### src/include/i2cBlock_params.svh
// Build-time constants of the I2C keypad block
// Include in RTL and testbench files that need the map or the poll timing
`ifndef I2C_BLOCK_PARAMS_SVH
`define I2C_BLOCK_PARAMS_SVH

//----------------------------------------------------------------------
// Bus map
//----------------------------------------------------------------------
`define I2C_BLOCK_ADRS    8'h04		// Compared with adrs[23:16]

// CSR offsets in adrs[15:0]
`define I2C_CSR_ENABLE    16'h0000	// bit 0 starts polling
`define I2C_CSR_DIV       16'h0004	// Quarter-bit divider
`define I2C_CSR_KEYPAD    16'h0008	// Last keypad word, read only
`define I2C_CSR_STATUS    16'h000C	// bit 0 busy, bit 1 ackError

//----------------------------------------------------------------------
// I2C side
//----------------------------------------------------------------------
`define I2C_DIV_BITS      16		// Divider register width
`define I2C_KEYPAD_ADDR   7'h20		// Expander slave address
`define I2C_POLL_GAP      64		// Clocks between STOP and next START

`endif

### src/design/i2cPkg.sv
// Shared types of the I2C keypad block
// Bus command field, bit-engine command and poller state encodings
package i2cPkg;

	//----------------------------------------------------------------------
	// Bus command, address bits 31:30
	//----------------------------------------------------------------------
	typedef enum logic [1:0] {
		cmdNone      = 2'd0,	// No access
		cmdWrite     = 2'd1,	// Register write
		cmdRead      = 2'd2,	// Register read, answered with vd
		cmdWriteRead = 2'd3		// Reserved, decoded and dropped
	} busCmdT;

	//----------------------------------------------------------------------
	// Bit-engine command, one per go strobe
	//----------------------------------------------------------------------
	typedef enum logic [1:0] {
		bitStart = 2'd0,	// SDA falls while SCL high
		bitStop  = 2'd1,	// SDA rises while SCL high
		bitWrite = 2'd2,	// 8 bits out, slave ACK in
		bitRead  = 2'd3		// 8 bits in, master ACK out
	} bitCmdT;

	// Keypad poll sequence
	typedef enum logic [2:0] {
		psIdle   = 3'd0,
		psStart  = 3'd1,
		psAddr   = 3'd2,	// Slave address with read bit
		psReadHi = 3'd3,	// Upper keypad byte, ACKed
		psReadLo = 3'd4,	// Lower keypad byte, NACKed
		psStop   = 3'd5,
		psGap    = 3'd6		// Idle time between polls
	} pollStateT;

endpackage

### src/design/i2cCsr.sv
// Bus slave register file of the I2C keypad block
// Enable and divider are read/write; keypad and status are read only
`include "i2cBlock_params.svh"

module i2cCsr (
	input  logic                     sysClk,
	input  logic                     reset,
	output logic [31:0]              rd,
	output logic                     vd,		// Read data valid, one cycle
	input  logic [31:0]              wd,
	input  logic [31:0]              adrs,		// Cmd, block and CSR offset
	input  logic                     wCke,		// Command strobe
	output logic                     enable,
	output logic [`I2C_DIV_BITS-1:0] div,
	input  logic [15:0]              keyPad,
	input  logic                     keyValid,
	input  logic                     busy,
	input  logic                     ackError
);

import i2cPkg::*;

busCmdT      busCmd;
logic        blockHit;
logic        wrEn;
logic        rdEn;
logic [15:0] csrOffset;
logic [15:0] keyPadReg;
logic [31:0] readData;

//----------------------------------------------------------------------
// Command decode
//----------------------------------------------------------------------
assign busCmd    = busCmdT'(adrs[31:30]);
assign blockHit  = wCke && (adrs[23:16] == `I2C_BLOCK_ADRS);
assign csrOffset = adrs[15:0];

always_comb
begin
	wrEn = 1'b0;
	rdEn = 1'b0;
	case (busCmd)
		cmdWrite: wrEn = blockHit;
		cmdRead:  rdEn = blockHit;
		default:  ;		// cmdNone, reserved cmdWriteRead
	endcase
end

// Read mux, unknown offsets give zero
always_comb
begin
	case (csrOffset)
		`I2C_CSR_ENABLE: readData = {31'd0, enable};
		`I2C_CSR_DIV:    readData = {{(32 - `I2C_DIV_BITS){1'b0}}, div};
		`I2C_CSR_KEYPAD: readData = {16'h0000, keyPadReg};
		`I2C_CSR_STATUS: readData = {30'd0, ackError, busy};
		default:         readData = 32'h0000_0000;
	endcase
end

always_ff @(posedge sysClk)
begin
	if (reset)
	begin
		enable    <= 1'b0;
		div       <= '0;
		keyPadReg <= 16'h0000;
		vd        <= 1'b0;
	end
	else
	begin
		vd <= rdEn;
		if (wrEn && (csrOffset == `I2C_CSR_ENABLE))
			enable <= wd[0];
		if (wrEn && (csrOffset == `I2C_CSR_DIV))
			div <= wd[`I2C_DIV_BITS-1:0];
		if (keyValid)
			keyPadReg <= keyPad;	// Holds between polls
	end
end

always_ff @(posedge sysClk)
begin
	if (rdEn)
		rd <= readData;
end

// Back-to-back read strobes only for back-to-back reads
vdFromReads: assert property (@(posedge sysClk) disable iff (reset)
	(vd && $past(vd)) |-> ($past(wCke) && $past(wCke, 2)))
	else $error("vd held without matching read commands");

endmodule

### config.mk
export PLATFORM = sky130hd
export DESIGN_NAME = i2cCsr
export DESIGN_NICKNAME = d
export VERILOG_FILES = /design/src/design/i2cPkg.sv /design/src/design/i2cCsr.sv
export VERILOG_INCLUDE_DIRS = /design/src /design/src/include
export SDC_FILE = /design/constraint.sdc
export NUM_CORES = 1
export LEC_CHECK = 0
export ABC_AREA = 1
export BUFFER_PORTS_ARGS = -buffer_cell sky130_fd_sc_hd__buf_2
export CAP_MARGIN = 20
export CORE_UTILIZATION = 40
export DETAILED_ROUTE_END_ITERATION = 12
export GPL_TIMING_DRIVEN = 0
export PLACE_DENSITY_LB_ADDON = 0.15
export SLEW_MARGIN = 20
export SYNTH_ARGS = -nofsm -noshare
export SYNTH_HDL_FRONTEND = slang
export SYNTH_SLANG_ARGS = --single-unit
### constraint.sdc
create_clock -name sysClk -period 2.5 [get_ports sysClk]
set_input_delay 0.5 -clock sysClk [delete_from_list [all_inputs] [get_ports sysClk]]
set_output_delay 0.5 -clock sysClk [all_outputs]
set_load 0.005 [all_outputs]
==> results by group <==
Status
  • Outcome: finished clean

Floorplan
  • Number of placement rows: 27
  • I/O pins: 136
  • Die height: 79.4 um
  • Chip width: 79.4 um
  • Initial Utilization: 42.5%
  • Core ar.: 0.00564 mm2
  • Die area: 0.00631 mm2

Synth
  • Post-synth top flop: dfxtp_1
  • Synthesized area: 0.00240 mm2
  • Synth Warn #: 0
  • Synth Instances: 319
  • Post-synth top area cell: dfxtp_1
  • Number of synthesized flops with an enable pin: 16
  • Area share of the largest cell type after synthesis: 28.4%
  • Asr flop ratio synth: 0%
  • Register bit total from synthesis: 50
  • Count of cell types in the netlist: 24
  • Synth Area per Inst: 7.52 um2
  • Top cells by area, synth: dfxtp_1 28%, edfxtp_1 20%, nor2_1 12%, nand2_1 8.8%, nand3_1 8.1%
  • Register area share after synthesis: 48.4%

Layout
  • ANT cells: 0
  • Final cell count without fillers: 512
  • Fin nets: 525
  • Final Util: 55.6%
  • Fillcell total: 571
  • Layout cells sized above 1: 31.6%
  • P&R area growth vs syn: 30.8%

Global route
  • Largest net degree at the start of global routing: 15
  • GRT Total Usage: 20.6%
  • Global-route wire length before repair: 10000 um
  • Antenna violations before repair: 0
  • Gr ovfl total: 0
  • Number of global-route vias before repair: 2223

Timing
  • Final Hold Slack: 383 ps
  • Pins Over Slew Limit: 0
  • Fmax: 561 MHz
  • Hold Vio Cnt, Final: 0
  • Worst slew pin tran: 718 ps
  • Final min period: 1780 ps
  • Slew HR: 51.9%
  • Unrepaired setup endpoints after global routing: no
  • Final TNS setup: 0 ps
  • Final setup violation count: 0
  • Worst clock skew: 5.86 ps
  • Final worst-path cycle share: 71.4%

Routing
  • Vias: 2287
  • Total Wirelength: 6020 um
  • DRT iter0 DRCs: 131
  • Wirelength per Cell: 11.8 um
  • DRT Pass-1 Iters: 4
  • Vias per inst: 4.47
  • Post-DRT Antenna Nets: 0
  • DRC violations left: 0

Clock network
  • CTS HTree Levels: 2
  • Clock Path Buffers: 2
  • TritonCTS Buffers: 5
  • Post-CTS setup buffers: 0
  • Root Driver: clkbuf_8
  • Worst-Skew Late Latency: 300 ps
  • Clk slew on worst S/H paths: 90 ps
  • Hold Buf Count CTS: 0
  • TritonCTS clock tree: done
  • Clock sink count: 50
  • Resized cells post-CTS: 0

Pwr
  • Total power: 0.00150 W
  • PwrDens: 477 mW/mm2
  • Maximum vdd ir drop: 272 uV
  • Leak: 1.72 nW

Critical path
  • Startpoint Class: primary input
  • CP Max Fanout: 9
  • Setup CP Type: primary input to register
  • CP endpoint kind: register
  • CP required: 2520 ps
  • Worst-path cell with the longest stage delay: nor3_2
  • Cell Chain, Critical Path: buf_2, inv_1, nand2_1, nor2_1, nand3_1, nor3_2, buf_6
  • Peak per-stage delay on the critical path: 570 ps
  • Worst Path Arrival: 1800 ps

Place
  • Port Buf Inserts: 97
  • GPL Wtd Cong: 0.781
  • Inst Count DP: 504
  • Final HPWL DP: 4570 um

Min path
  • Hold Path Class: primary input to register

Run
  • MaxCap Viol Count: 0
## layout make-up
class | instances | area (um2) | share of cell area (%)
Buffer | 28 | 188 | 5.98
Clock buffer | 7 | 86.3 | 2.75
Clock inverter | 1 | 5.00 | 0.159
Inverter | 33 | 124 | 3.95
Multi-Input combinational cell | 223 | 987 | 31.5
Sequential cell | 50 | 1160 | 37.0
Tap cell | 72 | 90.1 | 2.87
Timing Repair Buffer | 98 | 497 | 15.8
## layout by cell type, fill, tap and decap left out, drive strengths merged
master,synthesis,final
a21oi,1,1
and2,2,2
buf,24,122
clkbuf,4,11
clkinv,0,1
conb,1,16
dfxtp,34,34
edfxtp,16,16
inv,33,33
nand2,57,57
nand3,39,39
nand3b,1,1
nand4,3,3
nor2,84,84
nor3,3,3
nor4,1,1
o21ai,16,16
## synth_stat cells (2+ instances only)
library cell and count:
nand2_1 56, buf_4 19, edfxtp_1 16, inv_2 2
nor2_4 4, nor2_1 79, clkbuf_1 4, buf_2 3
nand4_1 3, inv_1 31, nor3_1 2, nand3_1 39
and2_1 2, dfxtp_1 34, o21ai_0 16
## path summary, 6_finish.rpt
check | slack (ps) | to | from | depth (start not counted)
min reg2reg | 500 | div[1] | div[1] | 2
min | 380 | vd | reset | 2
max reg2reg | 1720 | rd[0] | keyPadReg[0] | 4
max | 720 | rd[15] | adrs[22] | 7
## cells by family (layout without fill, tap and decap cells)
kind of cell / count (synthesis) / in the layout / synth area share, %
DFF: 50 / 50 / 48.4
AOI/OAI and AO/OA: 17 / 17 / 3.55
and+or+nand+nor: 190 / 190 / 34.9
other: 1 / 16 / 0.156
buffers and inverters: 61 / 167 / 13.0
## power breakdown
| group | internal, W | total, W | switching [W] |
|---|---|---|---|
| Combinational | 0.0000733 | 0.000150 | 0.0000769 |
| Clock | 0.000224 | 0.000488 | 0.000264 |
| Sequential | 0.000849 | 0.000858 | 0.00000861 |
| Total | 0.00115 | 0.00150 | 0.000350 |
## sequential cells by signal (all words and copies together) (netlist names)
name,count
div,16
keyPadReg,16
enable,1
rd,16
vd,1
## worst max-delay path, delay by kind of cell
| kind | cells | cell delay, ps |
|---|---|---|
| and+or+nand+nor | 4 | 930 |
| buffers and inverters | 3 | 370 |
## through the flow
stage / cell area, um2 / worst slack [ps]
2_1_floorplan: 2450 / 131
3_3_place_gp: 3030 / -729
3_5_place_dp: 3050 / 378
4_1_cts: 3140 / 708
5_1_grt: 3140 / 582
6_report: 3140 / 716
## routing by layer
layer | up-vias | track usage [%] | share of wire [%]
met1 | 1000 | 23.6 | 45
li1 | 1207 | - | -
met4 | 0 | 7.64 | 1.7
met3 | 12 | 4.11 | 5.0
met2 | 68 | 37.4 | 49
met5 | - | 0 | 0
Note: power is estimated with default switching activity, not from simulation.
