==> config.mk <==
export PLATFORM = sky130hd
export DESIGN_NAME = i2cKeyPadPoller
export DESIGN_NICKNAME = d
export VERILOG_FILES = /design/src/design/i2cPkg.sv /design/src/design/i2cKeyPadPoller.sv
export VERILOG_INCLUDE_DIRS = /design/src /design/src/include
export SDC_FILE = /design/constraint.sdc
export NUM_CORES = 1
export LEC_CHECK = 0
export ABC_CLOCK_PERIOD_IN_PS = 1600
export BUFFER_PORTS_ARGS = -buffer_cell sky130_fd_sc_hd__buf_2
export CAP_MARGIN = 10
export CORE_UTILIZATION = 47
export DETAILED_ROUTE_END_ITERATION = 16
export PLACE_DENSITY = 0.74
export SLEW_MARGIN = 15
export SYNTH_ARGS = -nofsm -noshare
export SYNTH_HDL_FRONTEND = slang
export SYNTH_SLANG_ARGS = --single-unit
==> constraint.sdc <==
create_clock -name sysClk -period 1.6 [get_ports sysClk]
set_input_delay 0.32 -clock sysClk [delete_from_list [all_inputs] [get_ports sysClk]]
set_output_delay 0.32 -clock sysClk [all_outputs]
set_load 0.01 [all_outputs]
==> src/include/i2cBlock_params.svh <==
// Build-time constants of the I2C keypad block
// Include in RTL and testbench files that need the map or the poll timing
`ifndef I2C_BLOCK_PARAMS_SVH
`define I2C_BLOCK_PARAMS_SVH

//----------------------------------------------------------------------
// Bus map
//----------------------------------------------------------------------
`define I2C_BLOCK_ADRS    8'h04		// Compared with adrs[23:16]

// CSR offsets in adrs[15:0]
`define I2C_CSR_ENABLE    16'h0000	// bit 0 starts polling
`define I2C_CSR_DIV       16'h0004	// Quarter-bit divider
`define I2C_CSR_KEYPAD    16'h0008	// Last keypad word, read only
`define I2C_CSR_STATUS    16'h000C	// bit 0 busy, bit 1 ackError

//----------------------------------------------------------------------
// I2C side
//----------------------------------------------------------------------
`define I2C_DIV_BITS      16		// Divider register width
`define I2C_KEYPAD_ADDR   7'h20		// Expander slave address
`define I2C_POLL_GAP      64		// Clocks between STOP and next START

`endif

==> src/design/i2cPkg.sv <==
// Shared types of the I2C keypad block
// Bus command field, bit-engine command and poller state encodings
package i2cPkg;

	//----------------------------------------------------------------------
	// Bus command, address bits 31:30
	//----------------------------------------------------------------------
	typedef enum logic [1:0] {
		cmdNone      = 2'd0,	// No access
		cmdWrite     = 2'd1,	// Register write
		cmdRead      = 2'd2,	// Register read, answered with vd
		cmdWriteRead = 2'd3		// Reserved, decoded and dropped
	} busCmdT;

	//----------------------------------------------------------------------
	// Bit-engine command, one per go strobe
	//----------------------------------------------------------------------
	typedef enum logic [1:0] {
		bitStart = 2'd0,	// SDA falls while SCL high
		bitStop  = 2'd1,	// SDA rises while SCL high
		bitWrite = 2'd2,	// 8 bits out, slave ACK in
		bitRead  = 2'd3		// 8 bits in, master ACK out
	} bitCmdT;

	// Keypad poll sequence
	typedef enum logic [2:0] {
		psIdle   = 3'd0,
		psStart  = 3'd1,
		psAddr   = 3'd2,	// Slave address with read bit
		psReadHi = 3'd3,	// Upper keypad byte, ACKed
		psReadLo = 3'd4,	// Lower keypad byte, NACKed
		psStop   = 3'd5,
		psGap    = 3'd6		// Idle time between polls
	} pollStateT;

endpackage

==> src/design/i2cKeyPadPoller.sv <==
// Keypad poll sequencer on top of the bit engine
// START, address+read, two data bytes, STOP, then a gap while enabled
`include "i2cBlock_params.svh"

module i2cKeyPadPoller (
	input  logic           sysClk,
	input  logic           reset,
	input  logic           enable,
	output logic           go,
	output i2cPkg::bitCmdT cmd,
	output logic [7:0]     txByte,
	output logic           ack,
	input  logic           done,
	input  logic [7:0]     rxByte,
	input  logic           rxAck,
	output logic [15:0]    keyPad,
	output logic           keyValid,	// One cycle with a new keyPad
	output logic           busy,
	output logic           ackError
);

import i2cPkg::*;

localparam int GapBits = $clog2(`I2C_POLL_GAP + 1);

pollStateT          state;
logic               issued;		// Command of this state sent
logic               nackSeen;	// Address not acknowledged in this poll
logic [GapBits-1:0] gapCnt;
logic [7:0]         hiByte;
logic [7:0]         loByte;

//----------------------------------------------------------------------
// Command per state
//----------------------------------------------------------------------
assign busy = (state != psIdle) && (state != psGap);
assign go   = busy && !issued;		// Once on state entry

always_comb
begin
	cmd    = bitStart;
	txByte = 8'h00;
	ack    = 1'b1;
	case (state)
		psStop:   cmd = bitStop;
		psAddr:
		begin
			cmd    = bitWrite;
			txByte = {`I2C_KEYPAD_ADDR, 1'b1};	// R/W = read
		end
		psReadHi:
		begin
			cmd = bitRead;
			ack = 1'b0;		// More data wanted
		end
		psReadLo: cmd = bitRead;	// NACK ends the read
		default:  cmd = bitStart;
	endcase
end

always_ff @(posedge sysClk)
begin
	if (reset)
	begin
		state    <= psIdle;
		issued   <= 1'b0;
		nackSeen <= 1'b0;
		gapCnt   <= '0;
		keyPad   <= 16'h0000;
		keyValid <= 1'b0;
		ackError <= 1'b0;
	end
	else
	begin
		keyValid <= 1'b0;
		if (go)
			issued <= 1'b1;
		if (done)
			issued <= 1'b0;
		case (state)
			psIdle:
				if (enable)
				begin
					state    <= psStart;
					nackSeen <= 1'b0;
				end
			psStart:  if (done) state <= psAddr;
			psAddr:
				if (done)
				begin
					nackSeen <= rxAck;
					state    <= rxAck ? psStop : psReadHi;	// No slave, close bus
				end
			psReadHi: if (done) state <= psReadLo;
			psReadLo: if (done) state <= psStop;
			psStop:
				if (done)
				begin
					state    <= psGap;
					gapCnt   <= '0;
					ackError <= nackSeen;
					if (!nackSeen)
					begin
						keyPad   <= {hiByte, loByte};
						keyValid <= 1'b1;
					end
				end
			default:	// psGap
				if (gapCnt == GapBits'(`I2C_POLL_GAP - 1))
				begin
					state    <= enable ? psStart : psIdle;
					nackSeen <= 1'b0;
				end
				else
					gapCnt <= gapCnt + 1'b1;
		endcase
	end
end

// Data bytes
always_ff @(posedge sysClk)
begin
	if (done && (state == psReadHi))
		hiByte <= rxByte;
	if (done && (state == psReadLo))
		loByte <= rxByte;
end

// One command in flight at a time
goOnlyAfterDone: assert property (@(posedge sysClk) disable iff (reset)
	go |=> (!go until_with done))
	else $error("poller issued go before done");

endmodule

==> impl_metrics.toml, run 1 <==
[power]
peakVddDrop_mv = 0.514
leakage_uw = 0.000880
power_density_nw_per_um2 = 911

[hold_path]
hold_depth = 1
min_from = "rxByte[2]"
hold_end = "hiByte[2]"
hold_class = "input pin to flip-flop"

[timing]
timing.fmax_mhz = 643
period_needed_ns = 1.55
setup_viol = 0
finalHoldViolCount = 0
setup_tns_ns = 0
clock_skew_ns = 0.00829
slew_violations = 0
finalCritPeriodShare = 0.972

[floorplanning]
coreArea_um2 = 3720
dieArea_um2 = 4210
io-pin-count = 44
die_y_um = 64.9
die_w_um = 64.9
row_count = 22
start_util = 0.501

[synthesis]
yosysTopAreaCellShare = 0.323
yosysTopAreaCell = "dfxtp_1"
synth_cell_types = 35
dominantRegCellSynth = "dfxtp_1"
avgSynthCellArea_um2 = 9.84
seq_area_frac_synth = 0.581
synth_area_leaders = "dfxtp_1, edfxtp_1, nand2_1"
async_reset_ff_frac = 0
synth-seq-cells = 46
synthCells = 189
ys_warn_count = 0
synth-edff-count = 16
syn_area_um2 = 1860

[layout]
drive_gt1_frac = 0.326
nets = 255
area_growth_pct = 25.6
antenna_cells = 0
design_area_um2 = 2340

[cts]
cts_hold_buf = 0
worstSkewPairLatency_ns = 0.30
root_buffer = "clkbuf_8"
cts.sinks = 46
htree_levels = 2
cts_buffers = 5
cts.clk_slew.worst_paths_ns = 0.09
clock_path_buffers = 2
cts_tree = "built"

[setup_path]
crit_path_end_kind = "flip-flop"
start_kind = "flip-flop"
critical_path_required_ns = 1.83
r2r_slack_ns = 0.05
reg2reg_to = "gapCnt[5]"
arrival_ns = 1.79
reg2reg_depth = 5
path_class = "flip-flop to flip-flop"
crit_fanout = 7
rr_startpoint = "state[1]"

[place]
hpwl_mm = 2.47
io_buffers = 37
place.gp.congestion = 0.808
place_area_um2 = 2160

[grt]
grt-ovfl-total = 0
grt.total_usage = 0.190
grt_max_degree = 18
grt_antenna_before_repair = 0
grt_pass1_wl_mm = 6.06
grt_pass1_vias = 1354

[outcome]
status = "complete, no violations"

[route]
drt_pass1_iterations = 4
routedWlPerCell_um = 12.6
vias_per_cell = 5.07
drtAntennaViolNets = 0
drc_errors = 0
vias = 1470
drt_iter0_drc = 59
wl_mm = 3.65

[flow_run]
maxCapViolCount = 0
## layout by cell type (no fill, tap or decap), drive strengths merged
master / count
o41ai: 1
ha: 1
buf: 55
o21ai: 11
mux2i: 2
nor3: 6
clkbuf: 5
nand4b: 1
or3b: 1
clkinvlp: 2
nand3b: 2
a21o: 2
or2: 2
a31oi: 1
o211ai: 1
nand3: 4
nand2: 43
nor2b: 1
a21oi: 26
or3: 4
dfxtp: 30
o2111ai: 2
nand2b: 2
nor4: 1
and4b: 1
edfxtp: 16
conb: 6
inv: 5
nor2: 5
o31ai: 2
or4: 1
## per-layer routing
layer  routed length (um)  vias up  track usage  share of wire
li1                     -      751            -              -
met1                 1670      670        0.251           0.46
met2                 1720       42        0.289           0.47
met3                  192        7       0.0493          0.053
met4                   70        0       0.0917          0.019
met5                    0        -            0              0
## through the flow
| step | setup slack (ns) | std cells | power [uW] | utilization | hold WS [ns] |
|---|---|---|---|---|---|
| after floorplan | 0.0110 | 194 | 1360 | - | 0.399 |
| after global placement | 0.0997 | 277 | 1420 | 0.581 | 0.440 |
| after detailed placement | 0.0343 | 277 | 1420 | 0.581 | 0.445 |
| after CTS | 0.00368 | 286 | 2140 | 0.611 | 0.200 |
| after global routing | -0.00756 | 290 | 2210 | 0.629 | 0.199 |
| final | 0.0450 | 290 | 2130 | 0.629 | 0.207 |
## worst max-delay path, stage by stage (launching register included)
cell      delay (ns)
dfxtp_4         0.38
buf_4           0.16
nand4b_1        0.17
o211ai_4        0.13
or4_1           0.50
a21oi_1         0.15
## cell usage after synthesis, types with 2 or more instances
master and number:
a21oi_1 26, buf_2 4, buf_4 7, clkbuf_1 4, dfxtp_1 30, edfxtp_1 16, inv_1 4, mux2i_1 2
nand2_1 43, nand2b_1 2, nand3_1 3, nand3b_1 2, nor2_1 5, nor3_1 4, o2111ai_1 2, o21ai_0 11
o31ai_1 2, or2_2 2, or3_1 4
## logic make-up (layout without fill, tap and decap cells)
logic type	Yosys count	in the layout	synth area share
AO/OA/AOI/OAI	46	46	0.149
adder cells (fa/ha/maj)	1	1	0.00672
buffers and inverters	19	67	0.0551
flip-flops	46	46	0.581
multiplexers	2	2	0.0108
other	1	6	0.00202
AND/OR/NAND/NOR	74	74	0.196
## area by class of cell
type,instances,area (um^2)
clock buffers,5,68.8
well taps,48,60.1
inverters,4,15.0
clock inverters,3,23.8
repair buffers,55,345
multi-input cells,129,733
fillers,319,1380
flip-flops and latches,46,1090
## sequential cells by signal, summed over array words and instances, names as in the netlist
| register | count |
|---|---|
| keyPad | 16 |
| nackSeen | 1 |
| gapCnt | 7 |
| loByte | 8 |
| hiByte | 8 |
| issued | 1 |
| state | 3 |
| ackError | 1 |
| keyValid | 1 |
## where the power goes
| part | leakage, uW | total, uW | internal [uW] | switching (uW) |
|---|---|---|---|---|
| Sequential | 0.000388 | 1240 | 1220 | 15.1 |
| Combinational | 0.000451 | 172 | 77.0 | 95.3 |
| Clock | 0.0000408 | 721 | 312 | 409 |
| Total | 0.000880 | 2130 | 1610 | 519 |
## worst max path at each step
stage	start	end	depth (start not counted)
after floorplan	state[1]	loByte[0]	2
after global placement	state[1]	loByte[3]	4
after detailed placement	gapCnt[0]	gapCnt[5]	5
after CTS	gapCnt[0]	gapCnt[5]	5
after global routing	state[2]	go	4
final	state[1]	gapCnt[5]	5
## what timing repair did
item                                    4_1_cts  5_1_grt
pin swaps                                     0        3
endpoints found under the setup margin        7       10
setup buffers                                 1        4
resized for setup                             4        8
No activity file was read; power rests on OpenSTA's default activity.
==> run 2: changes to the inputs <==
--- a/config.mk
+++ b/config.mk
@@ -9,9 +9,8 @@
 export ABC_CLOCK_PERIOD_IN_PS = 1600
 export BUFFER_PORTS_ARGS = -buffer_cell sky130_fd_sc_hd__buf_2
 export CAP_MARGIN = 10
-export CORE_UTILIZATION = 47
+export CORE_UTILIZATION = 25
 export DETAILED_ROUTE_END_ITERATION = 16
-export PLACE_DENSITY = 0.74
 export SLEW_MARGIN = 15
 export SYNTH_ARGS = -nofsm -noshare
 export SYNTH_HDL_FRONTEND = slang
==> run 2 against run 1 <==
Effect of this change: global-route usage decreased by 8.9 points; largest power group unchanged; clock skew decreased by 0.0042 ns; critical path depth unchanged; critical path type is now flip-flop to primary output; combinational power increased by 3%; wire length increased by 5.9%; via count decreased by 0.54%.
==> impl_metrics.toml, run 2 (synthesis results as in run 1) <==
[outcome]
status = "complete, no violations"

[timing]
clock_skew_ns = 0.00411
period_needed_ns = 1.56
slew_violations = 0
grt_setup_unrepaired = "true"
setup_viol = 0
finalCritPeriodShare = 0.972
setup_tns_ns = 0
finalHoldViolCount = 0
timing.fmax_mhz = 643
worst_slack_ns = 0.0442
hold_ws_ns = 0.216

[grt]
grt_antenna_before_repair = 0
use_met3 = 0.0252
grt_pass1_wl_mm = 6.03
grt.total_usage = 0.101
grt_busiest_layer = "met2"
grt_pass1_vias = 1235
grt_max_degree = 24
grtUsageMet1 = 0.134
grtUsageMet2 = 0.161
grt-ovfl-total = 0

[route]
wl_mm = 3.87
routedWlPerCell_um = 11.4
drt_iter0_drc = 47
vias = 1462
vias_per_cell = 4.30
drtAntennaViolNets = 0
drt_pass1_iterations = 4
drc_errors = 0

[cts]
cts_tree = "built"
cts_buffers = 5
clock_path_buffers = 2
htree_levels = 2
cts_hold_buf = 0
cts.clk_slew.worst_paths_ns = 0.08
root_buffer = "clkbuf_8"
worstSkewPairLatency_ns = 0.29
cts.sinks = 46

[layout]
largest_reg_flops = 16
area_growth_pct = 27.7
nets = 254
final_cell_mix = "nand2_1, buf_2, dfxtp_1"
finalNonFillerCells = 340
layout_commonest_cell = "nand2_1"
drive_gt1_frac = 0.307
nFillCells = 793
largest-register = "keyPad"
top_regs = "keyPad x16, hiByte x8, loByte x8"
antenna_cells = 0

[power]
leakage_uw = 0.000883
total_power_uw = 2100
power_density_nw_per_um2 = 883
peakVddDrop_mv = 0.313

[setup_path]
crit_fanout = 5
reg2reg_depth = 5
arrival_ns = 1.24
critical_path_required_ns = 1.28
r2r_slack_ns = 0.07
start_kind = "flip-flop"
path_class = "flip-flop to primary output"
reg2reg_to = "gapCnt[5]"
crit_path_end_kind = "primary output"
rr_startpoint = "gapCnt[0]"

[hold_path]
min_from = "rxByte[7]"
hold_class = "input pin to flip-flop"
hold_end = "loByte[7]"
hold_depth = 1

[floorplanning]
dieArea_um2 = 7790
start_util = 0.258
row_count = 31
die_y_um = 88.3
io-pin-count = 44
coreArea_um2 = 7210
die_w_um = 88.3

[flow_run]
maxCapViolCount = 0

[place]
io_buffers = 37
dp.cells = 328
hpwl_mm = 2.65
place.gp.congestion = 0.834
place_ws_ns = 0.0821
## run 2: cell type report
cell class / count / area (um^2) / share of cell area
multi-input cells: 129 / 717 / 0.302
inverters: 4 / 15.0 / 0.00632
clock buffers: 6 / 72.6 / 0.0305
well taps: 99 / 124 / 0.0521
flip-flops and latches: 46 / 1090 / 0.460
repair buffers: 54 / 342 / 0.144
clock inverters: 2 / 13.8 / 0.00579
## run 2: how the worst max path moves through the flow
| stage | startpoint | end |
|---|---|---|
| 3_5_place_dp | state[2] | loByte[1] |
| 3_3_place_gp | state[2] | loByte[0] |
| 2_1_floorplan | state[1] | loByte[0] |
| 4_1_cts | state[0] | go |
| 5_1_grt | state[1] | go |
| 6_report | state[1] | go |
## run 2: layer usage
metal	vias to the layer above	share of wire
li1	749	-
met1	669	0.49
met2	40	0.46
met3	4	0.042
met4	0	0.0070
met5	-	0
## run 2: critical path: stages, from the launching register on
cell and delay [ns]:
dfxtp_4 0.37, buf_12 0.12, nand2b_4 0.07, nand3b_1 0.11
nor2b_1 0.14, buf_2 0.13
## run 2: power by group
part           internal [uW]  leakage [uW]  switching [uW]
clock network            308     0.0000452             377
registers               1220      0.000388            14.8
logic                   78.3      0.000449            98.5
total                   1610      0.000883             491
## run 2: what timing repair did
| action | 4_1_cts | 5_1_grt |
|---|---|---|
| pin swaps | 0 | 0 |
| setup endpoints to repair | 7 | 3 |
| gates resized for setup | 7 | 4 |
| setup buffers | 2 | 3 |
## run 2: stage by stage
step                      cell area, um^2  utilization
after floorplan                      1880            -
after global placement               2210        0.306
after detailed placement             2210        0.306
after CTS                            2340        0.324
after global routing                 2380        0.329
final                                2380        0.329
==> run 3: changes to the inputs <==
--- a/config.mk
+++ b/config.mk
@@ -11,6 +11,7 @@
 export CAP_MARGIN = 10
 export CORE_UTILIZATION = 25
 export DETAILED_ROUTE_END_ITERATION = 16
+export GPL_TIMING_DRIVEN = 0
 export SLEW_MARGIN = 15
 export SYNTH_ARGS = -nofsm -noshare
 export SYNTH_HDL_FRONTEND = slang
==> run 3 against run 2 <==
Effect of this change: non-clock buffer count up 3; die area stayed put; sequential cell count did not move; largest cell class unchanged; clock-buffer cell count unchanged; largest power group unchanged.
==> impl_metrics.toml, run 3 (synthesis results as in run 1) <==
[route]
drt_iter0_drc = 73
vias = 1518
drc_errors = 0
drt_pass1_iterations = 4
wl_mm = 3.95
vias_per_cell = 4.43
routedWlPerCell_um = 11.5
drtAntennaViolNets = 0

[flow_run]
maxCapViolCount = 0

[cts]
clock_path_buffers = 2
cts_buffers = 5
worstSkewPairLatency_ns = 0.29
root_buffer = "clkbuf_8"
htree_levels = 2
cts.clk_slew.worst_paths_ns = 0.09
cts.sinks = 46
cts_hold_buf = 0
cts_tree = "built"

[power]
total_power_uw = 2270
peakVddDrop_mv = 0.377
leakage_uw = 0.000893
power_density_nw_per_um2 = 935

[setup_path]
path_class = "flip-flop to primary output"
start_kind = "flip-flop"
crit_fanout = 6
arrival_ns = 1.26
critical_path_required_ns = 1.28
crit_path_end_kind = "primary output"

[place]
hpwl_mm = 2.77
place_ws_ns = -0.515
dp.cells = 329
place.gp.congestion = 0.797
io_buffers = 36
place_area_um2 = 2180

[floorplanning]
io-pin-count = 44
die_y_um = 88.3
row_count = 31
die_w_um = 88.3
start_util = 0.258
coreArea_um2 = 7210
dieArea_um2 = 7790

[timing]
worst_slack_ns = 0.0185
slew_headroom = 0.504
timing.fmax_mhz = 632
period_needed_ns = 1.58
finalHoldViolCount = 0
tightest_slew_ns = 0.741
clock_skew_ns = 0.0107
finalCritPeriodShare = 0.988
grt_setup_unrepaired = "true"
setup_viol = 0
slew_violations = 0

[grt]
grt-ovfl-total = 0
grt_max_degree = 15
grt_pass1_vias = 1269
grt_antenna_before_repair = 0
grt.total_usage = 0.102
grt_pass1_wl_mm = 6.07

[layout]
nets = 257
antenna_cells = 0
final_cell_mix = "nand2_1, buf_2, a21oi_1, dfxtp_1, edfxtp_1"
design_area_um2 = 2420
nFillCells = 767
top_regs = "keyPad x16, hiByte x8, loByte x8"
largest_reg_flops = 16
largest-register = "keyPad"
layout_commonest_cell = "nand2_1"
post-route-util = 0.336
area_growth_pct = 30.3
finalNonFillerCells = 343
drive_gt1_frac = 0.328

[hold_path]
hold_class = "input pin to flip-flop"

[outcome]
status = "complete, no violations"
-- run 3: critical path, cell delays in order, from the launching register on --
cell	delay (ns)
dfxtp_4	0.39
nand2b_4	0.18
nand3b_1	0.12
nor2b_1	0.15
buf_2	0.13
-- run 3: cell type report --
class | count | area (um^2) | share of cell area
Clock buffer | 6 | 72.6 | 0.0299
Sequential cell | 46 | 1090 | 0.450
Tap cell | 99 | 124 | 0.0511
Timing Repair Buffer | 42 | 238 | 0.0981
Multi-Input combinational cell | 129 | 743 | 0.307
Clock inverter | 2 | 37.5 | 0.0155
Buffer | 15 | 103 | 0.0423
Inverter | 4 | 15.0 | 0.00620
-- run 3: path summary, 6_finish.rpt --
check                               start        end  slack [ns]  cells after the start
worst max-delay path             state[1]         go        0.02                      4
worst min-delay path            rxByte[1]  loByte[1]        0.21                      1
worst max register to register  gapCnt[0]  gapCnt[5]        0.07                      5
worst min register to register  keyPad[7]  keyPad[7]        0.45                      2
-- run 3: where the power goes --
part / leakage (uW) / internal [uW] / switching [uW] / total [uW]
Combinational: 0.000453 / 84.8 / 103 / 188
Clock: 0.0000514 / 466 / 382 / 848
Sequential: 0.000388 / 1220 / 10.9 / 1230
Total: 0.000893 / 1770 / 496 / 2270
-- run 3: timing repair --
item | in CTS | in global routing
buffers inserted | 4 | 2
resized for setup | 13 | 9
setup endpoints to repair | 35 | 19
pin swaps | 0 | 3
-- run 3: metal layers --
metal,global-route usage,wire [um],up-vias
li1,-,-,757
met1,0.133,1760,715
met2,0.162,1930,42
met3,0.0280,215,4
met4,0.0367,46,0
met5,0,0,-
-- run 3: per-stage QoR --
stage               hold WS, ns  setup TNS, ns
finish                    0.210              0
global route              0.198        -0.0564
CTS                       0.204              0
detailed placement        0.444          -4.82
global placement          0.442          -4.47
floorplan                 0.399              0
