<file path="src/include/i2cBlock_params.svh">
// Build-time constants of the I2C keypad block
// Include in RTL and testbench files that need the map or the poll timing
`ifndef I2C_BLOCK_PARAMS_SVH
`define I2C_BLOCK_PARAMS_SVH

//----------------------------------------------------------------------
// Bus map
//----------------------------------------------------------------------
`define I2C_BLOCK_ADRS    8'h04		// Compared with adrs[23:16]

// CSR offsets in adrs[15:0]
`define I2C_CSR_ENABLE    16'h0000	// bit 0 starts polling
`define I2C_CSR_DIV       16'h0004	// Quarter-bit divider
`define I2C_CSR_KEYPAD    16'h0008	// Last keypad word, read only
`define I2C_CSR_STATUS    16'h000C	// bit 0 busy, bit 1 ackError

//----------------------------------------------------------------------
// I2C side
//----------------------------------------------------------------------
`define I2C_DIV_BITS      16		// Divider register width
`define I2C_KEYPAD_ADDR   7'h20		// Expander slave address
`define I2C_POLL_GAP      64		// Clocks between STOP and next START

`endif

</file>
<file path="src/design/i2cPkg.sv">
// Shared types of the I2C keypad block
// Bus command field, bit-engine command and poller state encodings
package i2cPkg;

	//----------------------------------------------------------------------
	// Bus command, address bits 31:30
	//----------------------------------------------------------------------
	typedef enum logic [1:0] {
		cmdNone      = 2'd0,	// No access
		cmdWrite     = 2'd1,	// Register write
		cmdRead      = 2'd2,	// Register read, answered with vd
		cmdWriteRead = 2'd3		// Reserved, decoded and dropped
	} busCmdT;

	//----------------------------------------------------------------------
	// Bit-engine command, one per go strobe
	//----------------------------------------------------------------------
	typedef enum logic [1:0] {
		bitStart = 2'd0,	// SDA falls while SCL high
		bitStop  = 2'd1,	// SDA rises while SCL high
		bitWrite = 2'd2,	// 8 bits out, slave ACK in
		bitRead  = 2'd3		// 8 bits in, master ACK out
	} bitCmdT;

	// Keypad poll sequence
	typedef enum logic [2:0] {
		psIdle   = 3'd0,
		psStart  = 3'd1,
		psAddr   = 3'd2,	// Slave address with read bit
		psReadHi = 3'd3,	// Upper keypad byte, ACKed
		psReadLo = 3'd4,	// Lower keypad byte, NACKed
		psStop   = 3'd5,
		psGap    = 3'd6		// Idle time between polls
	} pollStateT;

endpackage

</file>
<file path="src/design/i2cBitEngine.sv">
// I2C master bit sequencer with SCL divider and open-drain SDA control
// Runs one START, STOP, byte write or byte read per go strobe and pulses done
`include "i2cBlock_params.svh"

module i2cBitEngine (
	input  logic                     sysClk,
	input  logic                     reset,
	input  logic [`I2C_DIV_BITS-1:0] div,		// Quarter-bit length minus one
	input  logic                     go,		// One-cycle command strobe
	input  i2cPkg::bitCmdT           cmd,
	input  logic [7:0]               txByte,
	input  logic                     ack,		// Master ACK for reads, 0 = ACK
	output logic                     done,
	output logic [7:0]               rxByte,
	output logic                     rxAck,		// ACK bit seen on the 9th clock
	output logic                     scl,
	output logic                     sdaLow,	// 1 pulls SDA down
	input  logic                     sdaIn
);

import i2cPkg::*;

bitCmdT                   cmdR;
logic [7:0]               txR;
logic                     ackR;
logic                     busy;
logic [`I2C_DIV_BITS-1:0] divCnt;
logic [1:0]               quarter;		// Phase inside one bit
logic [3:0]               bitCnt;		// 0..8, 8 is the ACK slot
logic                     tick;
logic                     lastBit;
logic                     dataCmd;
logic [1:0]               nextQ;
logic [3:0]               nextBit;
logic                     sclNext;
logic                     sdaLowNext;

// SCL level per quarter
function automatic logic sclFor(input bitCmdT c, input logic [1:0] q);
	case (c)
		bitStart: return q != 2'd3;		// Low at the end, ready for data
		bitStop:  return q != 2'd0;
		default:  return (q == 2'd1) || (q == 2'd2);
	endcase
endfunction

// SDA pull-down per quarter and bit
function automatic logic sdaLowFor(input bitCmdT c, input logic [1:0] q,
	input logic [3:0] b, input logic txBit, input logic ackBit);
	case (c)
		bitStart: return q != 2'd0;		// Falls in quarter 1
		bitStop:  return q < 2'd2;		// Rises in quarter 2
		bitWrite: return (b == 4'd8) ? 1'b0 : ~txBit;	// Release for slave ACK
		default:  return (b == 4'd8) ? ~ackBit : 1'b0;
	endcase
endfunction

//----------------------------------------------------------------------
// Next quarter decode
//----------------------------------------------------------------------
assign tick    = busy && (divCnt >= div);	// >= survives a divider shrink
assign dataCmd = (cmdR == bitWrite) || (cmdR == bitRead);

always_comb
begin
	lastBit    = !dataCmd || (bitCnt == 4'd8);
	nextQ      = quarter + 2'd1;
	nextBit    = (quarter == 2'd3) ? bitCnt + 4'd1 : bitCnt;
	sclNext    = sclFor(cmdR, nextQ);
	sdaLowNext = sdaLowFor(cmdR, nextQ, nextBit, txR[3'd7 - nextBit[2:0]], ackR);
end

always_ff @(posedge sysClk)
begin
	if (reset)
	begin
		busy    <= 1'b0;
		done    <= 1'b0;
		divCnt  <= '0;
		quarter <= 2'd0;
		bitCnt  <= 4'd0;
		scl     <= 1'b1;	// Bus idle
		sdaLow  <= 1'b0;
	end
	else
	begin
		done <= 1'b0;
		if (go && !busy)
		begin
			busy    <= 1'b1;
			divCnt  <= '0;
			quarter <= 2'd0;
			bitCnt  <= 4'd0;
			scl     <= sclFor(cmd, 2'd0);
			sdaLow  <= sdaLowFor(cmd, 2'd0, 4'd0, txByte[7], ack);
		end
		else if (tick)
		begin
			divCnt <= '0;
			if ((quarter == 2'd3) && lastBit)
			begin
				busy <= 1'b0;	// Lines keep their last level
				done <= 1'b1;
			end
			else
			begin
				quarter <= nextQ;
				bitCnt  <= nextBit;
				scl     <= sclNext;
				sdaLow  <= sdaLowNext;
			end
		end
		else if (busy)
			divCnt <= divCnt + 1'b1;
	end
end

// Command latch and SDA sampling at mid SCL high
always_ff @(posedge sysClk)
begin
	if (go && !busy)
	begin
		cmdR <= cmd;
		txR  <= txByte;
		ackR <= ack;
	end
	if (tick && (quarter == 2'd1) && dataCmd)
	begin
		if (bitCnt == 4'd8)
			rxAck <= sdaIn;
		else
			rxByte <= {rxByte[6:0], sdaIn};	// MSB first
	end
end

// Poller must wait for done before the next go
goWhileIdle: assert property (@(posedge sysClk) disable iff (reset) go |-> !busy)
	else $error("bit engine got go while busy");

// Every command starts from the SCL level the previous one left
sclSteadyOnGo: assert property (@(posedge sysClk) disable iff (reset) go |=> $stable(scl))
	else $error("SCL moved on command start");

endmodule

</file>
<file path="config.mk">
export PLATFORM = sky130hd
export DESIGN_NAME = i2cBitEngine
export DESIGN_NICKNAME = d
export VERILOG_FILES = /design/src/design/i2cPkg.sv /design/src/design/i2cBitEngine.sv
export VERILOG_INCLUDE_DIRS = /design/src /design/src/include
export SDC_FILE = /design/constraint.sdc
export NUM_CORES = 1
export LEC_CHECK = 0
export ABC_AREA = 0
export BUFFER_PORTS_ARGS = -buffer_cell sky130_fd_sc_hd__buf_2
export CAP_MARGIN = 0
export CORE_ASPECT_RATIO = 1.75
export CORE_MARGIN = 2
export CORE_UTILIZATION = 40
export CTS_BUF_LIST = sky130_fd_sc_hd__clkbuf_16
export DETAILED_ROUTE_END_ITERATION = 10
export PLACE_DENSITY = 0.61
export REMOVE_ABC_BUFFERS = 1
export SYNTH_ARGS = -nofsm -noshare
export SYNTH_HDL_FRONTEND = slang
export SYNTH_SLANG_ARGS = --single-unit
</file>
<file path="constraint.sdc">
create_clock -name sysClk -period 3.3 [get_ports sysClk]
set_input_delay 0.165 -clock sysClk [delete_from_list [all_inputs] [get_ports sysClk]]
set_output_delay 0.165 -clock sysClk [all_outputs]
set_load 0.05 [all_outputs]
</file>
==> impl_metrics.env, run 1 <==
export IMPL_status="complete, no violations"
export IMPL_p_sw_share_pct=23.35
export IMPL_grt_overflow=0
export IMPL_rows=39
export IMPL_max_stage_delay_ns=0.43
export IMPL_drive_above_1_share_pct=22.33
export IMPL_dp_hpwl_um=3978
export IMPL_first_pass_iters=4
export IMPL_start_util_pct=40.87
export IMPL_grt_pass1_wl_um=8431
export IMPL_intPower_w=0.0009304
export IMPL_power_frac_seq_pct=50.8
export IMPL_numCtsBuffers=5
export IMPL_grt_setup_unrepaired="no"
export IMPL_switching_power_w=0.0002834
export IMPL_final_max_slew_violation_count=0
export IMPL_synthArstFlopShare_pct=0
export IMPL_grt_pass1_vias=1891
export IMPL_die_w_um=65.33
export IMPL_maxCapViolations=0
export IMPL_cpMaxStageDelayCell="a2111oi_4"
export IMPL_netlist_area_um2=2633
export IMPL_dp_slack_ns=0.7889
export IMPL_worstMarginPinSlew_ns=0.6793
export IMPL_clockBufferDepth=2
export IMPL_pwr_share_comb_pct=7.5
export IMPL_path_buf_inv=1
export IMPL_initialDrtViolationCount=70
export IMPL_die_y_um=111.3
export IMPL_hold_slack_ns=0.04966
export IMPL_hold_class="in2reg"
export IMPL_n_fill_cell=647
export IMPL_antenna_left=0
export IMPL_vias=1916
export IMPL_finClkSkew_ns=0.004963
export IMPL_max_freq_mhz=403.9
export IMPL_synth_ff_type="dfxtp_1"
export IMPL_finalCritPeriodShare_pct=75.04
export IMPL_path_class="reg2reg"
export IMPL_antenna_found_initial=0
export IMPL_wire_per_inst_um=12.89
export IMPL_gr_usage_all_layers_pct=15.03
export IMPL_cts_resized=0
export IMPL_synth_seq_cells=46
export IMPL_syn_area_per_cell_um2=10.28
export IMPL_power_density_nw_per_um2=397.4
export IMPL_critPathTopFamily="simple AND/OR/NAND/NOR gates"
export IMPL_peakVddDrop_mv=0.2234
export IMPL_synth_seq_area_share_pct=42.59
export IMPL_cp_max_fo=16
export IMPL_synth_largest_area_cell="edfxtp_1"
export IMPL_crit_arrival_ns=2.69
export IMPL_fin_setup_tns_ns=0
export IMPL_ctsHoldBuffers=0
export IMPL_die_area_um2=7272
export IMPL_syn_inst=256
export IMPL_areaGrowthSynthToFinish_pct=16.02
export IMPL_post_cts_setup_buffers=0
export IMPL_path_cells="inv_1 > ha_1 > nand2b_4 > a2111oi_4 > nor4b_4 > o31ai_4 > nand2b_1 > nor2_1"
export IMPL_cts_clk_slew_worst_paths_ns=0.07
export IMPL_synth_edff_count=20
export IMPL_required_ns=3.52
export IMPL_yosysWarnings=0
export IMPL_worstSetupStartpointType="flip-flop"
export IMPL_min_period_ns=2.476
export IMPL_hold_viol=0
export IMPL_vias_per_cell=5.016
export IMPL_gp_congestion=0.7934
export IMPL_synth_area_top_cells="edfxtp_1 23%, dfxtp_1 20%, ha_1 12%, inv_1 3.7%, xor2_1 3.7%"
export IMPL_insertion_delay_ns=0.29
export IMPL_p_leak_nw=1.234
export IMPL_cts_root_buf="clkbuf_16"
export IMPL_antenna_cells=0
export IMPL_finalNonFillerCells=382
export IMPL_final_setup_worst_slack_ns=0.8238
export IMPL_synthTopCellsByCount="26 x dfxtp_1, 26 x ha_1, 26 x inv_1"
export IMPL_relSlewSlack_pct=54.72
export IMPL_core_region_area_um2=6441
export IMPL_yosysUniqueCellTypes=44
export IMPL_h_tree_depth=2
export IMPL_drc=0
export IMPL_clkPwrFrac_pct=41.7
export IMPL_grt_start_max_net_pins=17
export IMPL_nets=356
export IMPL_endpoint_kind="flip-flop"
export IMPL_place_inst=374
export IMPL_cts_sinks=46
export IMPL_setup_violations=0
export IMPL_synth_top_area_share_pct=22.81
export IMPL_wl_um=4923
export IMPL_utilization_pct=47.42
export IMPL_cts_tree="yes"
export IMPL_io_pins=43
export IMPL_port_buffers=42
## stage by stage
step / power (W) / cell area (um2)
global placement: 0.0007207 / 2907
CTS: 0.001224 / 3054
detailed placement: 0.0007231 / 2907
global route: 0.001259 / 3054
finish: 0.001214 / 3054
floorplan: 0.0006863 / 2586
## cells in the final DEF (no fill, tap or decap), types with 3 or more instances in the layout
cell,n
a211oi_1,3
buf_2,42
edfxtp_1,20
inv_1,26
a211oi_2,3
mux2i_1,6
nand2_1,17
nor2_2,3
nand3_1,6
and2_1,4
nor3_1,4
ha_1,26
xor2_1,11
nor2_1,24
nand2b_1,4
xnor2_1,8
dfxtp_1,26
nor4_1,3
clkbuf_16,5
nand4_1,7
a21oi_1,12
o21ai_0,11
## kinds of logic after synthesis
| kind of cell | Yosys count | synth area share (%) |
|---|---|---|
| AND/OR/NAND/NOR | 82 | 16.45 |
| flip-flops | 46 | 42.59 |
| AO/OA/AOI/OAI | 42 | 12.83 |
| buffers and inverters | 33 | 5.465 |
| adder cells (fa/ha/maj) | 26 | 12.36 |
| XOR/XNOR | 19 | 6.321 |
| multiplexers | 8 | 3.992 |
## final timing paths
| kind | from | endpoint | slack, ns | depth (start not counted) |
|---|---|---|---|---|
| worst min-delay path | ack | ackR | 0.05 | 1 |
| worst max register to register | divCnt[0] | divCnt[10] | 0.82 | 8 |
| worst min register to register | rxByte[1] | rxByte[2] | 0.45 | 0 |
| worst max-delay path | divCnt[0] | divCnt[10] | 0.82 | 8 |
## power by group through the flow
stage	sequential [W]	clock [W]	combinational, W
3_3_place_gp	0.000629	0	0.0000915
6_report	0.000617	0.000506	0.0000912
5_1_grt	0.000618	0.000537	0.000104
4_1_cts	0.000617	0.000513	0.0000939
3_5_place_dp	0.000630	0	0.0000934
2_1_floorplan	0.000634	0	0.0000527
## flip-flops by register name (all words and copies together), names as in the netlist, 2 cells and up
register and count:
cmdR 2, divCnt 16, quarter 2, txR 8, bitCnt 4, rxByte 8
## area by class of cell
type / count / area, um2 / share of cell area [%]
clock buffer: 5 / 125.1 / 4.097
tap: 82 / 102.6 / 3.359
timing repair buffer: 43 / 217.7 / 7.128
sequential: 46 / 1121 / 36.71
inverter: 26 / 97.59 / 3.195
multi-input combinational: 177 / 1368 / 44.78
clock inverter: 3 / 22.52 / 0.7374
## layer usage
metal | wire (um) | GRT usage, % | part of all wire, %
met2 | 2673 | 26.67 | 54
met3 | 142 | 2.944 | 2.9
met5 | 0 | 0 | 0
met4 | 142 | 7.778 | 2.9
met1 | 1965 | 16.37 | 40
Note: power is estimated with default switching activity, not from simulation.
==> run 2: changes to the inputs <==
--- a/config.mk
+++ b/config.mk
@@ -6,7 +6,7 @@
 export SDC_FILE = /design/constraint.sdc
 export NUM_CORES = 1
 export LEC_CHECK = 0
-export ABC_AREA = 0
+export ABC_AREA = 1
 export BUFFER_PORTS_ARGS = -buffer_cell sky130_fd_sc_hd__buf_2
 export CAP_MARGIN = 0
 export CORE_ASPECT_RATIO = 1.75
@@ -14,7 +14,7 @@
 export CORE_UTILIZATION = 40
 export CTS_BUF_LIST = sky130_fd_sc_hd__clkbuf_16
 export DETAILED_ROUTE_END_ITERATION = 10
-export PLACE_DENSITY = 0.61
+export PLACE_DENSITY = 0.63
 export REMOVE_ABC_BUFFERS = 1
 export SYNTH_ARGS = -nofsm -noshare
 export SYNTH_HDL_FRONTEND = slang
==> constraint.sdc (replaced) <==
create_clock -name sysClk -period 2.2 [get_ports sysClk]
set_input_delay 0.11 -clock sysClk [delete_from_list [all_inputs] [get_ports sysClk]]
set_output_delay 0.11 -clock sysClk [all_outputs]
set_load 0.05 [all_outputs]
==> impl_metrics.env, run 2 <==
export IMPL_crit_arrival_ns=2.01
export IMPL_antenna_cells=0
export IMPL_die_w_um=65.33
export IMPL_hold_class="in2reg"
export IMPL_die_y_um=111.3
export IMPL_finalNonFillerCells=460
export IMPL_worstMarginPinSlew_ns=0.4051
export IMPL_largest_register="divCnt"
export IMPL_synth_most_common_cell="nand2_1"
export IMPL_synthArstFlopShare_pct=0
export IMPL_largest_reg_flops=16
export IMPL_grt_util_met1_pct=16.07
export IMPL_clockBufferDepth=2
export IMPL_gp_congestion=0.7862
export IMPL_relSlewSlack_pct=72.71
export IMPL_yosysUniqueCellTypes=33
export IMPL_initialDrtViolationCount=80
export IMPL_wl_um=5147
export IMPL_grt_start_max_net_pins=17
export IMPL_ctsHoldBuffers=7
export IMPL_io_pins=43
export IMPL_drive_above_1_share_pct=19.84
export IMPL_finalCritPeriodShare_pct=91.56
export IMPL_finClkSkew_ns=0.005381
export IMPL_power_density_nw_per_um2=568.3
export IMPL_status="complete, no violations"
export IMPL_maxCapViolations=0
export IMPL_setup_violations=0
export IMPL_grt_util_met3_pct=3.046
export IMPL_grt_pass1_wl_um=8845
export IMPL_wire_per_inst_um=11.19
export IMPL_areaGrowthSynthToFinish_pct=21.06
export IMPL_layout_common_cells="66 x nand2_1, 50 x inv_1, 42 x buf_2"
export IMPL_hold_viol=0
export IMPL_grt_met2_usage_pct=28.98
export IMPL_rows=39
export IMPL_endpoint_kind="flip-flop"
export IMPL_yosysWarnings=0
export IMPL_required_ns=2.20
export IMPL_synth_area_top_cells="edfxtp_1 23%, dfxtp_1 20%, ha_1 12%, nand2_1 9.4%, inv_1 7.1%"
export IMPL_synth_ff_type="dfxtp_1"
export IMPL_peakVddDrop_mv=0.4037
export IMPL_dp_hpwl_um=4126
export IMPL_vias=2175
export IMPL_nets=434
export IMPL_p_leak_nw=1.483
export IMPL_r2r_slack_ns=0.19
export IMPL_cts_tree="yes"
export IMPL_min_period_ns=2.014
export IMPL_die_area_um2=7272
export IMPL_cts_root_buf="clkbuf_16"
export IMPL_antenna_found_initial=0
export IMPL_vias_per_cell=4.728
export IMPL_insertion_delay_ns=0.29
export IMPL_place_inst=444
export IMPL_grt_pass1_vias=2072
export IMPL_worstSetupStartpointType="flip-flop"
export IMPL_core_region_area_um2=6441
export IMPL_post_cts_setup_buffers=0
export IMPL_grt_setup_unrepaired="no"
export IMPL_cp_max_fo=8
export IMPL_gr_usage_all_layers_pct=15.64
export IMPL_h_tree_depth=2
export IMPL_top_usage_layer="met2"
export IMPL_fin_setup_tns_ns=0
export IMPL_antenna_left=0
export IMPL_seq_area_um2=1121
export IMPL_cts_sinks=46
export IMPL_reg_top3="divCnt: 16 flops, rxByte: 8 flops, txR: 8 flops"
export IMPL_n_fill_cell=645
export IMPL_netlist_area_um2=2633
export IMPL_final_max_slew_violation_count=0
export IMPL_max_freq_mhz=496.4
export IMPL_cts_resized=0
export IMPL_path_class="reg2reg"
export IMPL_synth_top_area_share_pct=22.81
export IMPL_mostFrequentLayoutCell="nand2_1"
export IMPL_synth_seq_area_share_pct=42.59
export IMPL_drc=0
export IMPL_synth_edff_count=20
export IMPL_start_util_pct=40.87
export IMPL_synth_seq_cells=46
export IMPL_numCtsBuffers=5
export IMPL_multi_input_area_um2=1285
export IMPL_syn_inst=318
export IMPL_synthTopCellsByCount="66 x nand2_1, 50 x inv_1, 26 x dfxtp_1, 26 x ha_1, 25 x nor2_1"
export IMPL_port_buffers=42
export IMPL_first_pass_iters=4
export IMPL_syn_area_per_cell_um2=8.278
export IMPL_synth_largest_area_cell="edfxtp_1"
export IMPL_cts_clk_slew_worst_paths_ns=0.06
export IMPL_grt_overflow=0
[run 2: cell count changes in the layout (fill, tap and decap cells not counted), sizes merged, moves of 5 or more]
cell,delta
nand2,+55
inv,+27
nand3,+19
nor3,+9
dlygate4sd3,+8
o21ai,-7
a211oi,-5
a21oi,+5
mux2i,-5
nand2b,-5
[run 2: kinds of logic after synthesis]
group	share of synthesized area, %
buf+inv	8.602
xor+xnor	3.945
mux	0.3802
simple gates	26.76
fa+ha+maj	12.36
compound gates	5.371
flops	42.59
[run 2: through the flow]
| stage | hold slack [ns] | instance area [um2] | total power (W) | util (%) | setup WS (ns) |
|---|---|---|---|---|---|
| 3_5_place_dp | 0.2890 | 2960 | 0.001088 | 45.96 | 0.1973 |
| 5_1_grt | 0.01049 | 3187 | 0.001905 | 49.48 | 0.02190 |
| 4_1_cts | 0.003615 | 3177 | 0.001841 | 49.32 | 0.1789 |
| 2_1_floorplan | 0.1791 | 2618 | 0.001029 | - | 0.2335 |
| 3_3_place_gp | 0.2875 | 2960 | 0.001086 | 45.96 | 0.2707 |
| 6_report | 0.01878 | 3187 | 0.001811 | 49.48 | 0.1856 |
[run 2: path summary, 6_finish.rpt]
path,start,to,cells past startpoint
hold / removal,sdaIn,rxByte[0],1
setup / recovery,divCnt[11],rxByte[3],8
setup reg to reg,divCnt[11],rxByte[3],8
hold reg to reg,rxByte[0],rxByte[1],0
[run 2: metal layers]
layer / part of all wire (%) / vias to the layer above
met5: 0 / -
met4: 2.9 / 0
met3: 3.2 / 10
met2: 56 / 36
met1: 38 / 976
li1: - / 1153
[run 2: power by group]
group | internal (W) | switching [W]
logic | 0.0000670 | 0.0000887
registers | 0.000910 | 0.0000118
clock network | 0.000420 | 0.000313
[run 2: critical path, cell delays in order, from the launching register on]
cell,delay [ns]
dfxtp_1,0.34
ha_1,0.32
nand4_1,0.08
nor3_1,0.30
nand3_1,0.15
nand3_2,0.16
nand3_1,0.10
nor2_1,0.10
buf_4,0.17
[run 2: cell type report]
class / instances / area share (%)
Inverter: 56 / 6.635
Clock inverter: 3 / 0.6675
Tap cell: 82 / 3.219
Clock buffer: 5 / 3.926
Sequential cell: 46 / 35.18
Multi-Input combinational cell: 214 / 40.32
Timing Repair Buffer: 54 / 10.05
==> run 3: changes to the inputs <==
--- a/config.mk
+++ b/config.mk
@@ -7,14 +7,14 @@
 export NUM_CORES = 1
 export LEC_CHECK = 0
 export ABC_AREA = 1
-export BUFFER_PORTS_ARGS = -buffer_cell sky130_fd_sc_hd__buf_2
 export CAP_MARGIN = 0
 export CORE_ASPECT_RATIO = 1.75
 export CORE_MARGIN = 2
 export CORE_UTILIZATION = 40
 export CTS_BUF_LIST = sky130_fd_sc_hd__clkbuf_16
 export DETAILED_ROUTE_END_ITERATION = 10
-export PLACE_DENSITY = 0.63
+export DONT_BUFFER_PORTS = 1
+export PLACE_DENSITY = 0.57
 export REMOVE_ABC_BUFFERS = 1
 export SYNTH_ARGS = -nofsm -noshare
 export SYNTH_HDL_FRONTEND = slang
==> impl_metrics.env, run 3 (synthesis results as in run 2) <==
export IMPL_nets=396
export IMPL_vias_per_cell=4.839
export IMPL_core_region_area_um2=6441
export IMPL_peakVddDrop_mv=0.2995
export IMPL_hold_viol=0
export IMPL_n_fill_cell=683
export IMPL_fin_setup_tns_ns=0
export IMPL_status="complete, no violations"
export IMPL_cts_tree="yes"
export IMPL_largest_reg_flops=16
export IMPL_worstSetupStartpointType="flip-flop"
export IMPL_die_y_um=111.3
export IMPL_grt_overflow=0
export IMPL_reg2reg_depth=8
export IMPL_power_density_nw_per_um2=626.5
export IMPL_antenna_found_initial=0
export IMPL_maxCapViolations=0
export IMPL_antenna_left=0
export IMPL_drc=0
export IMPL_timing_rr_end="rxByte[7]"
export IMPL_crit_arrival_ns=1.93
export IMPL_start_util_pct=40.87
export IMPL_wl_um=5464
export IMPL_cpMaxStageDelayCell="dfxtp_1"
export IMPL_max_freq_mhz=516.6
export IMPL_vias=2042
export IMPL_cts_root_buf="clkbuf_16"
export IMPL_antenna_cells=0
export IMPL_dpl_cell_area_um2=2743
export IMPL_first_pass_iters=4
export IMPL_min_period_ns=1.936
export IMPL_clockBufferDepth=2
export IMPL_die_area_um2=7272
export IMPL_rows=39
export IMPL_grt_pass1_wl_um=9225
export IMPL_gr_usage_all_layers_pct=16.71
export IMPL_worstMarginPinSlew_ns=0.5279
export IMPL_io_pins=43
export IMPL_endpoint_kind="flip-flop"
export IMPL_seq_area_um2=1121
export IMPL_rr_startpoint="divCnt[11]"
export IMPL_finalCritPeriodShare_pct=87.99
export IMPL_p_leak_nw=1.343
export IMPL_multi_input_area_um2=1285
export IMPL_cp_max_fo=8
export IMPL_reg_top3="divCnt: 16 flops, rxByte: 8 flops, txR: 8 flops"
export IMPL_hold_slack_ns=0.03801
export IMPL_h_tree_depth=2
export IMPL_holdCritStartpoint="reset"
export IMPL_grt_setup_unrepaired="no"
export IMPL_relSlewSlack_pct=64.76
export IMPL_setup_violations=0
export IMPL_required_ns=2.20
export IMPL_post_cts_setup_buffers=0
export IMPL_port_buffers=0
export IMPL_cts_sinks=46
export IMPL_ctsHoldBuffers=13
export IMPL_gp_congestion=0.8084
export IMPL_final_max_slew_violation_count=0
export IMPL_dp_hpwl_um=4291
export IMPL_grt_pass1_vias=2084
export IMPL_insertion_delay_ns=0.29
export IMPL_path_class="reg2reg"
export IMPL_cts_clk_slew_worst_paths_ns=0.06
export IMPL_holdPathStages=3
export IMPL_final_cell_area_um2=3039
export IMPL_initialDrtViolationCount=85
export IMPL_areaGrowthSynthToFinish_pct=15.45
export IMPL_cts_resized=0
export IMPL_wire_per_inst_um=12.95
export IMPL_max_stage_delay_ns=0.35
export IMPL_largest_register="divCnt"
export IMPL_cpMostUsedCell="nand3_1"
export IMPL_path_cells="ha_1 > nand4_1 > nor3_1 > nand3_1 > nand3_2 > nand3_1 > nor2_1 > buf_4"
export IMPL_grt_start_max_net_pins=17
export IMPL_finClkSkew_ns=0.004482
export IMPL_min_to="bitCnt[0]"
export IMPL_drive_above_1_share_pct=9.118
export IMPL_layout_common_cells="66 x nand2_1, 51 x inv_1, 26 x ha_1, 26 x dfxtp_1, 25 x nor2_1"
export IMPL_r2r_slack_ns=0.26
export IMPL_mostFrequentLayoutCell="nand2_1"
export IMPL_die_w_um=65.33
export IMPL_hold_class="in2reg"
export IMPL_numCtsBuffers=5
[run 3: cell types whose count changed in the layout (fill, tap and decap cells not counted), sizes merged]
cell,delta
inv,+1
dlygate4sd3,+5
clkinv,-2
buf,-43
bufinv,+1
[run 3: cell type report]
type                    instances  share of cell area [%]
multi-input cells             214                   42.28
clock buffers                   5                   4.117
flip-flops and latches         46                   36.89
well taps                      82                   3.376
inverters                      56                   6.958
repair buffers                 16                   5.023
clock inverters                 3                   1.359
[run 3: per-layer routing]
layer  up-vias  share of wire (%)  wire [um]  global-route usage, %
met5         -                  0          0                      0
met4         0                3.7        201                  8.472
met3        12                2.4        130                  3.756
met2        31                 59       3201                  31.84
met1       932                 35       1930                  15.89
li1       1067                  -          -                      -
[run 3: critical path: cells and delay by family (launching register included)]
kind / cells / cell delay, ns
buffers and inverters: 1 / 0.18
DFF: 1 / 0.35
and+or+nand+nor: 6 / 0.79
adders and majority gates: 1 / 0.33
[run 3: how the worst max path moves through the flow]
stage                     from        end
floorplan           divCnt[10]  rxByte[0]
global placement    divCnt[11]  rxByte[4]
detailed placement  divCnt[15]  rxByte[1]
CTS                 divCnt[11]  rxByte[4]
global route        divCnt[11]  rxByte[7]
finish              divCnt[11]  rxByte[7]
[run 3: per-stage QoR]
step                      std cells  setup WS [ns]  total power [W]  util [%]
after floorplan                 316         0.2335         0.001029         -
after global placement          401         0.2607         0.001060     42.58
after detailed placement        401         0.2492         0.001062     42.58
after CTS                       422         0.2184         0.001931     47.18
after global routing            422        0.06789         0.001992     47.18
final                           422         0.2642         0.001904     47.18
[run 3: where the power goes]
part | total, W | internal, W | switching [W]
logic | 0.000124 | 0.0000533 | 0.0000711
registers | 0.000936 | 0.000910 | 0.0000259
clock network | 0.000844 | 0.000531 | 0.000312
total | 0.00190 | 0.00149 | 0.000409
